==> src/logic/exchange_pkg.sv <==
`default_nettype none

package exchange_pkg;

    // label source for one slot once the round has been applied
    // NOP leaves the table alone outside the opt_run window
    typedef enum logic [1:0] {
        NOP,
        SELF,
        PREV,
        FOLW
    } exchange_cmd_t;

    // even rounds pair (0,1),(2,3) and odd rounds pair (1,2),(3,4)
    typedef enum logic {
        PHASE_EVEN,
        PHASE_ODD
    } phase_t;

    // number of bits needed to hold a label for count replicas
    function automatic int label_width(input int count);
        int width;
        width = 1;
        while ((1 << width) < count) begin
            width = width + 1;
        end
        return width;
    endfunction

endpackage

`default_nettype wire

==> src/logic/fixed_pkg.sv <==
`default_nettype none

package fixed_pkg;

    // replica energies are signed values of this width
    localparam int energy_w = 24;

    // one extra bit so a difference of two energies cannot overflow
    localparam int delta_w = energy_w + 1;

    // width of the random draw and of the acceptance bound
    localparam int rand_w = 16;

    // number of halving steps, also the value where k saturates
    localparam int exp_steps = 16;

    // Galois feedback mask for the per-replica random source
    localparam logic [rand_w-1:0] lfsr_taps = 16'hB400;

endpackage

`default_nettype wire

==> src/logic/exchange_sequencer.sv <==
`timescale 1ns/100ps
`default_nettype none

module exchange_sequencer (
    input  logic                  clk,
    input  logic                  rst_n,
    input  logic                  start,
    output logic                  busy,
    output logic                  done,
    output logic                  exp_init,
    output logic                  exp_run,
    output logic                  exp_fin,
    output logic                  opt_run,
    output exchange_pkg::phase_t  phase
);
    import exchange_pkg::*;

    // cnt holds n during the cycle that ends at edge n of the round
    localparam logic [4:0] cnt_init = 5'd1;
    localparam logic [4:0] cnt_run_first = 5'd2;
    localparam logic [4:0] cnt_run_last = 5'd17;
    localparam logic [4:0] cnt_fin = 5'd18;
    localparam logic [4:0] cnt_opt = 5'd19;
    localparam logic [4:0] cnt_done = 5'd20;

    logic [4:0] cnt;

    always_ff @(posedge clk or negedge rst_n) begin
        if (!rst_n) begin
            cnt <= '0;
        end else if (cnt == 5'd0 || cnt == cnt_done) begin
            // a new round may start on the same edge that ends the previous one
            cnt <= start ? cnt_init : 5'd0;
        end else begin
            cnt <= cnt + 5'd1;
        end
    end

    assign exp_init = (cnt == cnt_init);
    assign exp_run = (cnt >= cnt_run_first) && (cnt <= cnt_run_last);
    assign exp_fin = (cnt == cnt_fin);
    assign opt_run = (cnt == cnt_opt);
    assign done = (cnt == cnt_done);
    assign busy = (cnt != 5'd0) && (cnt != cnt_done);

    // the phase stays visible through the done cycle and flips after it
    always_ff @(posedge clk or negedge rst_n) begin
        if (!rst_n) begin
            phase <= PHASE_EVEN;
        end else if (done) begin
            phase <= (phase == PHASE_EVEN) ? PHASE_ODD : PHASE_EVEN;
        end
    end

endmodule

`default_nettype wire

==> src/logic/accept_bound.sv <==
`timescale 1ns/100ps
`default_nettype none

module accept_bound #(
    parameter int beta_shift = 4
) (
    input  logic                                 clk,
    input  logic                                 rst_n,
    input  logic signed [fixed_pkg::delta_w-1:0] delta,
    input  logic                                 init,
    input  logic                                 run,
    output logic        [fixed_pkg::rand_w-1:0]  bound
);
    import fixed_pkg::*;

    localparam int k_w = $clog2(exp_steps + 1);

    logic signed [delta_w-1:0] scaled;
    logic        [k_w-1:0]     k_d;
    logic        [k_w-1:0]     k_q;
    logic        [k_w-1:0]     step;

    assign scaled = delta >>> beta_shift;

    // the step count k is zero for downhill moves and capped at exp_steps
    always_comb begin
        if (delta <= 0) begin
            k_d = '0;
        end else if (scaled >= exp_steps) begin
            k_d = k_w'(exp_steps);
        end else begin
            k_d = scaled[k_w-1:0];
        end
    end

    always_ff @(posedge clk or negedge rst_n) begin
        if (!rst_n) begin
            k_q <= '0;
            step <= '0;
        end else if (init) begin
            k_q <= k_d;
            step <= '0;
        end else if (run) begin
            step <= step + 1'b1;
        end
    end

    // all ones halved k times approximates 2^-k of the full range
    always_ff @(posedge clk) begin
        if (init) begin
            bound <= '1;
        end else if (run && (step < k_q)) begin
            bound <= bound >> 1;
        end
    end

endmodule

`default_nettype wire

==> src/logic/replica.sv <==
`timescale 1ns/100ps
`default_nettype none

module replica #(
    parameter int id = 0,
    parameter int replica_num = 4,
    parameter int beta_shift = 4
) (
    input  logic                                  clk,
    input  logic                                  rst_n,
    input  logic                                  exp_init,
    input  logic                                  exp_run,
    input  logic                                  exp_fin,
    input  logic                                  opt_run,
    input  exchange_pkg::phase_t                  phase,
    input  logic signed [fixed_pkg::energy_w-1:0] self_energy,
    input  logic signed [fixed_pkg::energy_w-1:0] prev_energy,
    input  logic signed [fixed_pkg::energy_w-1:0] folw_energy,
    input  logic                                  prev_test,
    input  logic                                  folw_test,
    output logic                                  out_test,
    output exchange_pkg::exchange_cmd_t           cmd
);
    import exchange_pkg::*;
    import fixed_pkg::*;

    localparam bit is_even = (id % 2) == 0;
    localparam bit has_prev = id > 0;
    localparam bit has_folw = id < replica_num - 1;

    logic                      decider;
    logic signed [delta_w-1:0] delta_d;
    logic signed [delta_w-1:0] delta_q;
    logic        [rand_w-1:0]  lfsr;
    logic        [rand_w-1:0]  bound;
    logic                      test;
    exchange_cmd_t             cmd_d;

    // even ids decide, looking forward in even rounds and back in odd ones
    assign decider = (phase == PHASE_EVEN) ? (is_even && has_folw) : (is_even && has_prev);

    assign delta_d = (phase == PHASE_EVEN) ? (folw_energy - self_energy)
                                           : (self_energy - prev_energy);

    accept_bound #(
        .beta_shift (beta_shift)
    ) bound_i (
        .clk   (clk),
        .rst_n (rst_n),
        .delta (delta_d),
        .init  (exp_init),
        .run   (exp_run),
        .bound (bound)
    );

    always_ff @(posedge clk) begin
        if (exp_init) begin
            delta_q <= delta_d;
        end
    end

    // the draw compared here is the value from before this round's advance
    always_ff @(posedge clk or negedge rst_n) begin
        if (!rst_n) begin
            lfsr <= rand_w'(id + 1);
            test <= 1'b0;
        end else if (exp_fin) begin
            lfsr <= lfsr[0] ? ((lfsr >> 1) ^ lfsr_taps) : (lfsr >> 1);
            test <= decider && ((delta_q <= 0) || (lfsr < bound));
        end
    end

    assign out_test = test;

    // partners mirror the decider so the two commands always match up
    always_comb begin
        cmd_d = SELF;
        if (phase == PHASE_EVEN) begin
            if (is_even && has_folw) begin
                cmd_d = test ? FOLW : SELF;
            end else if (!is_even) begin
                cmd_d = prev_test ? PREV : SELF;
            end
        end else begin
            if (is_even && has_prev) begin
                cmd_d = test ? PREV : SELF;
            end else if (!is_even && has_folw) begin
                cmd_d = folw_test ? FOLW : SELF;
            end
        end
    end

    always_ff @(posedge clk or negedge rst_n) begin
        if (!rst_n) begin
            cmd <= NOP;
        end else begin
            cmd <= opt_run ? cmd_d : NOP;
        end
    end

endmodule

`default_nettype wire

==> src/logic/label_swap.sv <==
`timescale 1ns/100ps
`default_nettype none

module label_swap #(
    parameter int replica_num = 4
) (
    input  logic                                                     clk,
    input  logic                                                     rst_n,
    input  exchange_pkg::exchange_cmd_t [replica_num-1:0]            cmd,
    output logic [replica_num-1:0][exchange_pkg::label_width(replica_num)-1:0] labels
);
    import exchange_pkg::*;

    localparam int lw = label_width(replica_num);

    for (genvar i = 0; i < replica_num; i++) begin : g_slot
        // ends point at themselves since a matched pair never sends them outward
        localparam int prev_i = (i == 0) ? 0 : i - 1;
        localparam int folw_i = (i == replica_num - 1) ? i : i + 1;

        always_ff @(posedge clk or negedge rst_n) begin
            if (!rst_n) begin
                labels[i] <= lw'(i);
            end else begin
                case (cmd[i])
                    PREV:    labels[i] <= labels[prev_i];
                    FOLW:    labels[i] <= labels[folw_i];
                    default: labels[i] <= labels[i];
                endcase
            end
        end
    end

endmodule

`default_nettype wire

==> src/logic/exchange_top.sv <==
`timescale 1ns/100ps
`default_nettype none

module exchange_top #(
    parameter int replica_num = 4,
    parameter int beta_shift = 4
) (
    input  logic                                                   clk,
    input  logic                                                   rst_n,
    input  logic                                                   start,
    input  logic signed [replica_num-1:0][fixed_pkg::energy_w-1:0] energy,
    output logic                                                   busy,
    output logic                                                   done,
    output exchange_pkg::phase_t                                   phase,
    output exchange_pkg::exchange_cmd_t [replica_num-1:0]          cmd,
    output logic [replica_num-1:0][exchange_pkg::label_width(replica_num)-1:0] labels
);

    logic                   exp_init;
    logic                   exp_run;
    logic                   exp_fin;
    logic                   opt_run;
    logic [replica_num-1:0] test_vec;

    exchange_sequencer sequencer_i (
        .clk      (clk),
        .rst_n    (rst_n),
        .start    (start),
        .busy     (busy),
        .done     (done),
        .exp_init (exp_init),
        .exp_run  (exp_run),
        .exp_fin  (exp_fin),
        .opt_run  (opt_run),
        .phase    (phase)
    );

    for (genvar i = 0; i < replica_num; i++) begin : g_replica
        // the chain ends fall back to their own energy and test
        localparam int prev_i = (i == 0) ? 0 : i - 1;
        localparam int folw_i = (i == replica_num - 1) ? i : i + 1;

        replica #(
            .id          (i),
            .replica_num (replica_num),
            .beta_shift  (beta_shift)
        ) replica_i (
            .clk         (clk),
            .rst_n       (rst_n),
            .exp_init    (exp_init),
            .exp_run     (exp_run),
            .exp_fin     (exp_fin),
            .opt_run     (opt_run),
            .phase       (phase),
            .self_energy (energy[i]),
            .prev_energy (energy[prev_i]),
            .folw_energy (energy[folw_i]),
            .prev_test   (test_vec[prev_i]),
            .folw_test   (test_vec[folw_i]),
            .out_test    (test_vec[i]),
            .cmd         (cmd[i])
        );
    end

    label_swap #(
        .replica_num (replica_num)
    ) label_swap_i (
        .clk    (clk),
        .rst_n  (rst_n),
        .cmd    (cmd),
        .labels (labels)
    );

endmodule

`default_nettype wire

==> config.mk <==
export PLATFORM = sky130hd
export DESIGN_NAME = exchange_top
export DESIGN_NICKNAME = d
export VERILOG_FILES = /design/src/logic/exchange_pkg.sv /design/src/logic/fixed_pkg.sv /design/src/logic/exchange_sequencer.sv /design/src/logic/accept_bound.sv /design/src/logic/replica.sv /design/src/logic/label_swap.sv /design/src/logic/exchange_top.sv
export SDC_FILE = /design/constraint.sdc
export NUM_CORES = 1
export LEC_CHECK = 0
export BUFFER_PORTS_ARGS = -buffer_cell sky130_fd_sc_hd__buf_4
export CORE_MARGIN = 4
export CORE_UTILIZATION = 55
export DETAILED_ROUTE_END_ITERATION = 6
export GPL_ROUTABILITY_DRIVEN = 0
export PLACE_DENSITY = 0.78
export SLEW_MARGIN = 30
export SYNTH_ARGS = -nofsm -noshare
export SYNTH_HDL_FRONTEND = slang
export SYNTH_SLANG_ARGS = --single-unit
==> constraint.sdc <==
create_clock -name clk -period 4.5 [get_ports clk]
set_clock_uncertainty 0.1 [all_clocks]
set_input_delay 0.45 -clock clk [delete_from_list [all_inputs] [get_ports clk]]
set_output_delay 0.45 -clock clk [all_outputs]
set_load 0.02 [all_outputs]
# Word-level counts from Yosys, hierarchy flattened
# Index checks and enable logic that the tools add are counted.
# Widths: inputs -> output; s select.
dict set report totals {
  register_bits 158
  in_bits 99
  output_inout_bits 19
  wordCells 96
}
dict set report classes {
  add_sub_neg 7
  order_cmp 12
  n_eq_ne 11
  muxes 29
  n_bitwise 2
  reduce_logical 13
}
# op count
set op_table {}
lappend op_table {{$le 25x1->1 const B} 4}
lappend op_table {{$sub 24x24->25} 4}
lappend op_table {{$mux 25} 2}
lappend op_table {{$mux 5} 9}
lappend op_table {{$ge 21x6->1 const B} 2}
lappend op_table {{$lt 16x16->1} 2}
lappend op_table {{$mux 16} 2}
lappend op_table {{$mux 2} 12}
lappend op_table {{$add 5x1->5 const B} 3}
lappend op_table {{$eq 5x5->1 const B} 3}
lappend op_table {{$eq 2x2->1 const B} 6}
lappend op_table {{$lt 5x5->1} 2}
lappend op_table {{$not 3->4} 2}
lappend op_table {{$pmux 2 s2} 2}
lappend op_table {{$reduce_bool 2->1} 3}
lappend op_table {{$eq 5x1->1 const B} 1}
lappend op_table {{$ge 5x2->1 const B} 1}
lappend op_table {{$le 5x5->1 const B} 1}
lappend op_table {{$logic_and 1x1->1} 5}
lappend op_table {{$logic_not 5->1} 1}
lappend op_table {{$ne 5x5->1 const B} 1}
lappend op_table {{$reduce_bool 5->1} 1}
lappend op_table {{$logic_or 1x1->1} 3}
lappend op_table {{$mux 1} 2}

# Depth between registers and ports, before layout
dict set report logic_depth {
  depth_word 5
  ltp_mapped 19
}

# By module
# A second synthesis with hierarchy kept.
dict set report unflattened {
  cells_unflattened 1494
  hier_area_um2 13052.5
}
# mod instances cells_per_inst area_per_inst_um2
set by_module_without_submodules {}
lappend by_module_without_submodules {{replica (g_replica[2].replica_i)} 1 585 4843.4}
lappend by_module_without_submodules {{replica (g_replica[0].replica_i)} 1 577 4825.9}
lappend by_module_without_submodules {accept_bound 2 125 1224.9}
lappend by_module_without_submodules {exchange_sequencer 1 41 419.2}
lappend by_module_without_submodules {label_swap 1 26 350.3}
lappend by_module_without_submodules {{replica (g_replica[1].replica_i)} 1 8 85.1}
lappend by_module_without_submodules {{replica (g_replica[3].replica_i)} 1 7 78.8}

# Least setup slack after synthesis
# No wires, ideal clock.
dict set report synth_timing {
  path_kind {flip-flop to flip-flop}
  from {register sequencer_i.phase}
  to {register g_replica[0].replica_i.bound_i.k_q[1]}
  setup_time_ns 0.101
  t_arrival_ns 4.825
  required_time_ns 4.299
  slack_ns -0.526
  stages_incl_launch_ff 20
  synth_period_minus_slack_ns 5.026
  cell_sequence {dfrtp_1 clkbuf_1 clkbuf_1 buf_1 clkbuf_1 clkbuf_1 clkbuf_1 nand2_1 o21ai_0 ha_1 buf_2 a21oi_1 o21ai_1 a41o_1 or3_1 a221o_1 or4_1 nor4_2 nand4bb_2 o32ai_1}
}
dict set report synth_via {
  elab_chain_cells 4
  word_cells_on_any_way 5
  classes_between {order compare (2); mux (3)}
}
# element line_no
set synth_rtl {}
lappend synth_rtl {{start: declaration} exchange_sequencer.sv:14} ;# output exchange_pkg::phase_t phase
lappend synth_rtl {{start signal: assignment} exchange_sequencer.sv:51} ;# phase <= (phase == PHASE_EVEN) ? PHASE_ODD : PHASE_EVEN;
lappend synth_rtl {{$mux 25 (*)} replica.sv:42} ;# assign delta_d = (phase == PHASE_EVEN) ? (folw_energy - self_energy)
lappend synth_rtl {{$ge 21x6->1} accept_bound.sv:29} ;# end else if (scaled >= exp_steps) begin
lappend synth_rtl {{$mux 5} accept_bound.sv:29}
lappend synth_rtl {{$mux 5 (*)} accept_bound.sv:27} ;# if (delta <= 0) begin
lappend synth_rtl {{end signal: assignment} accept_bound.sv:41} ;# k_q <= k_d;
lappend synth_rtl {{end: declaration} accept_bound.sv:20} ;# logic [k_w-1:0] k_q;
# Mark *: on every way between the ends. The rest lies on a longest branch, timed or not.
# A chain may end at the register's enable or synchronous reset.

# Final worst setup path
dict set report layout_timing {
  from {register sequencer_i.phase}
  to {register g_replica[0].replica_i.bound_i.k_q[2]}
}
dict set report layout_via {
  elab_chain_cells 4
  word_cells_on_any_way 5
  classes_between {order compare (2); mux (3)}
}
# element line_no
set layout_rtl {}
lappend layout_rtl {{$mux 25 (*)} replica.sv:42}
lappend layout_rtl {{named net g_replica[0].replica_i.bound_i.delta, one bit} accept_bound.sv:9} ;# input logic signed [fixed_pkg::delta_w-1:0] delta,
lappend layout_rtl {{$ge 21x6->1} accept_bound.sv:29}
lappend layout_rtl {{$mux 5} accept_bound.sv:29}
lappend layout_rtl {{$mux 5 (*)} accept_bound.sv:27}
# The timed path passes the listed nets; every way through them passes the cells marked *.

==> results.cfg <==
[outcome]
status = finished clean

[detailed_routing]
ant_nets = 0
viasPerCell = 5.859
drtPass1Iterations = 5
vias = 10430
drcViolationCount = 0
drt_wl_total_um = 29450
wire_per_inst_um = 16.55
drtIter0Drc = 595

[grt]
grt_max_degree = 77
first_global_vias = 10110
grt_use_total_pct = 24.75
antenna_found_initial = 0
grt_pass1_wl_um = 48820
global_route.overflow_total = 0

[cells_and_area]
seqCellArea_sq_mm = 0.004056
design_area_sq_mm = 0.01350
drive_gt1_share_pct = 13.02
multi_input_area_sq_mm = 0.006957
fillCellCount = 1779
fin_util_pct = 64.20
syn_to_final_growth_pct = 14.80
layout.cells.non_filler = 1780
antennaDiodeCount = 0
layout_common_cells = 241 x nand2_1, 140 x inv_1, 122 x buf_4, 116 x ha_1, 93 x a21oi_1
nets = 1710
layout_commonest_cell = nand2_1

[floorplanning]
dieArea_sq_mm = 0.02378
die_x_um = 154.2
fp.dieH_um = 154.2
core_area_sq_mm = 0.02102
start_util_pct = 55.93
rows = 53
ioPinCount = 118

[placed_design]
io_buffers = 117
hpwl_um = 22930
post-place-ws_ns = 0.3787
placed_cell_area_sq_mm = 0.01283
placedCellCount = 1747

[timing]
finalHoldViolations = 0
report.final.slew_viol_count = 0
slew_headroom_pct = 50.69
worst_slew_pin_slew_ns = 0.7301
tns_ns = 0
grt_setup_unrepaired = false
period_share_pct = 89.07
max_freq_ghz = 0.2495
fin_crit_ns = 4.008
setup_slack_ns = 0.4918
setup_viol = 0

[critical_path]
critical_path_class = reg -> reg
endpoint_kind = register
crit_fanout = 49
crit_required_ns = 4.73
startpoint_type = register
cp.arrival_ns = 4.24

[logic_synthesis]
ys_warn_count = 0
synth_area_sq_mm = 0.01176
ys_async_sr_fraction_pct = 48.10
synth_cell_type_count = 77
ys_ff_latch = 158
ys_seq_area_share_pct = 34.47
ys.flop_type = dfrtp_1
syn_inst = 1406
syn_avg_cell_area_sq_um = 8.362
synth-edff-count = 50
syn-num-nets = 1624

[clocking]
postCtsSetupBuffers = 0
clk_latency_ns = 0.43
cts.clk_slew.worst_paths_ns = 0.06
clock_sinks = 158
cts_max_path_buffers = 2
h-tree-depth = 4
root_buffer = clkbuf_16
cts_made_buffers = 17
cts_tree = yes

[pwr]
leakage_nw = 6.495
ir_drop_mv = 0.2994
power_density_mw_per_mm2 = 494.5

[min_path]
worstHoldPathType = in -> reg

[job]
maxCapViolCount = 0
==> state kept, by name, indices dropped and copies added (netlist names) <==
signal	flops
g_replica.replica_i.cmd	8
sequencer_i.phase	1
g_replica.replica_i.bound_i.k_q	10
g_replica.replica_i.lfsr	32
sequencer_i.cnt	5
g_replica.replica_i.bound_i.bound	32
g_replica.replica_i.bound_i.step	10
g_replica.replica_i.delta_q	50
g_replica.replica_i.out_test	2
label_swap_i.labels	8
==> cell usage after synthesis, types with 8 or more instances <==
cell type | number | share of area (%)
nand2_1 | 241 | 7.7
nor2_1 | 62 | 2.0
xnor2_1 | 30 | 2.2
nor4_1 | 18 | 0.96
nand3_1 | 26 | 1.1
a311oi_1 | 8 | 0.60
xor2_1 | 26 | 1.9
dfxtp_1 | 32 | 5.4
ha_1 | 116 | 12
mux2i_1 | 15 | 1.3
o21ai_0 | 84 | 3.6
a211oi_1 | 17 | 1.1
nand2b_1 | 19 | 1.0
nor2b_1 | 17 | 0.90
inv_1 | 141 | 4.5
o21a_1 | 11 | 0.70
dfrtp_1 | 69 | 15
or3_1 | 11 | 0.59
clkbuf_1 | 54 | 1.7
nand4_1 | 32 | 1.7
mux2_2 | 10 | 0.96
nor3_1 | 14 | 0.60
a21oi_1 | 94 | 4.0
edfxtp_1 | 50 | 13
o211ai_1 | 41 | 2.6
a21o_1 | 29 | 1.9
==> worst paths after layout <==
path | start | endpoint | slack (ns) | cells past startpoint
worst min-delay path | start | sequencer_i.cnt[0] | 0.14 | 3
max in group asynchronous | rst_n | sequencer_i.phase | 3.27 | 2
worst min register to register | g_replica[0].replica_i.bound_i.bound[15] | g_replica[0].replica_i.bound_i.bound[15] | 0.35 | 2
worst max register to register | sequencer_i.phase | g_replica[0].replica_i.bound_i.k_q[2] | 0.49 | 13
min in group asynchronous | rst_n | g_replica[0].replica_i.lfsr[8] | 0.52 | 2
worst max-delay path | sequencer_i.phase | g_replica[0].replica_i.bound_i.k_q[2] | 0.49 | 13
==> worst max-delay path, stage by stage (launching register included) <==
cell	delay, ns
dfrtp_4	0.68
mux2i_1	0.24
ha_1	0.18
inv_1	0.06
fa_1	0.41
a21oi_1	0.24
o211ai_1	0.15
a21oi_2	0.28
o21ai_0	0.14
xor2_1	0.17
or4_1	0.54
nor4_2	0.20
nand4bb_2	0.22
o32ai_1	0.30
==> per-layer routing <==
| layer | GRT usage (%) | wire, um |
|---|---|---|
| met5 | 0 | 0 |
| met4 | 9.756 | 995 |
| met3 | 3.386 | 1250 |
| met2 | 43.01 | 14540 |
| met1 | 31.25 | 12660 |
==> per-stage QoR <==
stage	total power [mW]	hold slack [ns]
3_3_place_gp	4.919	0.3300
5_1_grt	7.176	0.1633
4_1_cts	6.693	0.09310
6_report	6.674	0.1370
2_1_floorplan	4.344	0.05441
3_5_place_dp	5.112	0.3384
==> power by group <==
group          internal, mW  switching (mW)  leakage (nW)
sequential             2.03           0.242          1.73
clock                 0.980           0.577         0.299
combinational          1.12            1.73          4.46
==> area by class of cell <==
class	count	area share, %
multi-input combinational	1048	51.54
clock buffer	17	3.152
clock inverter	15	1.613
inverter	141	3.921
tap	275	2.549
timing repair buffer	126	7.166
sequential	158	30.05
==> cell families after synthesis <==
group,share of synthesized area (%)
XOR/XNOR,4.172
buffers and inverters,6.396
adder cells (fa/ha/maj),12.86
AND/OR/NAND/NOR,19.10
multiplexers,2.235
flip-flops,34.47
AO/OA/AOI/OAI,20.76
==> what timing repair did <==
action                     CTS  global route
gates resized for setup      0             1
setup endpoints to repair    0             4
hold buffers                 0             1
hold endpoints to repair     0             4
Note: power is estimated with default switching activity, not from simulation.
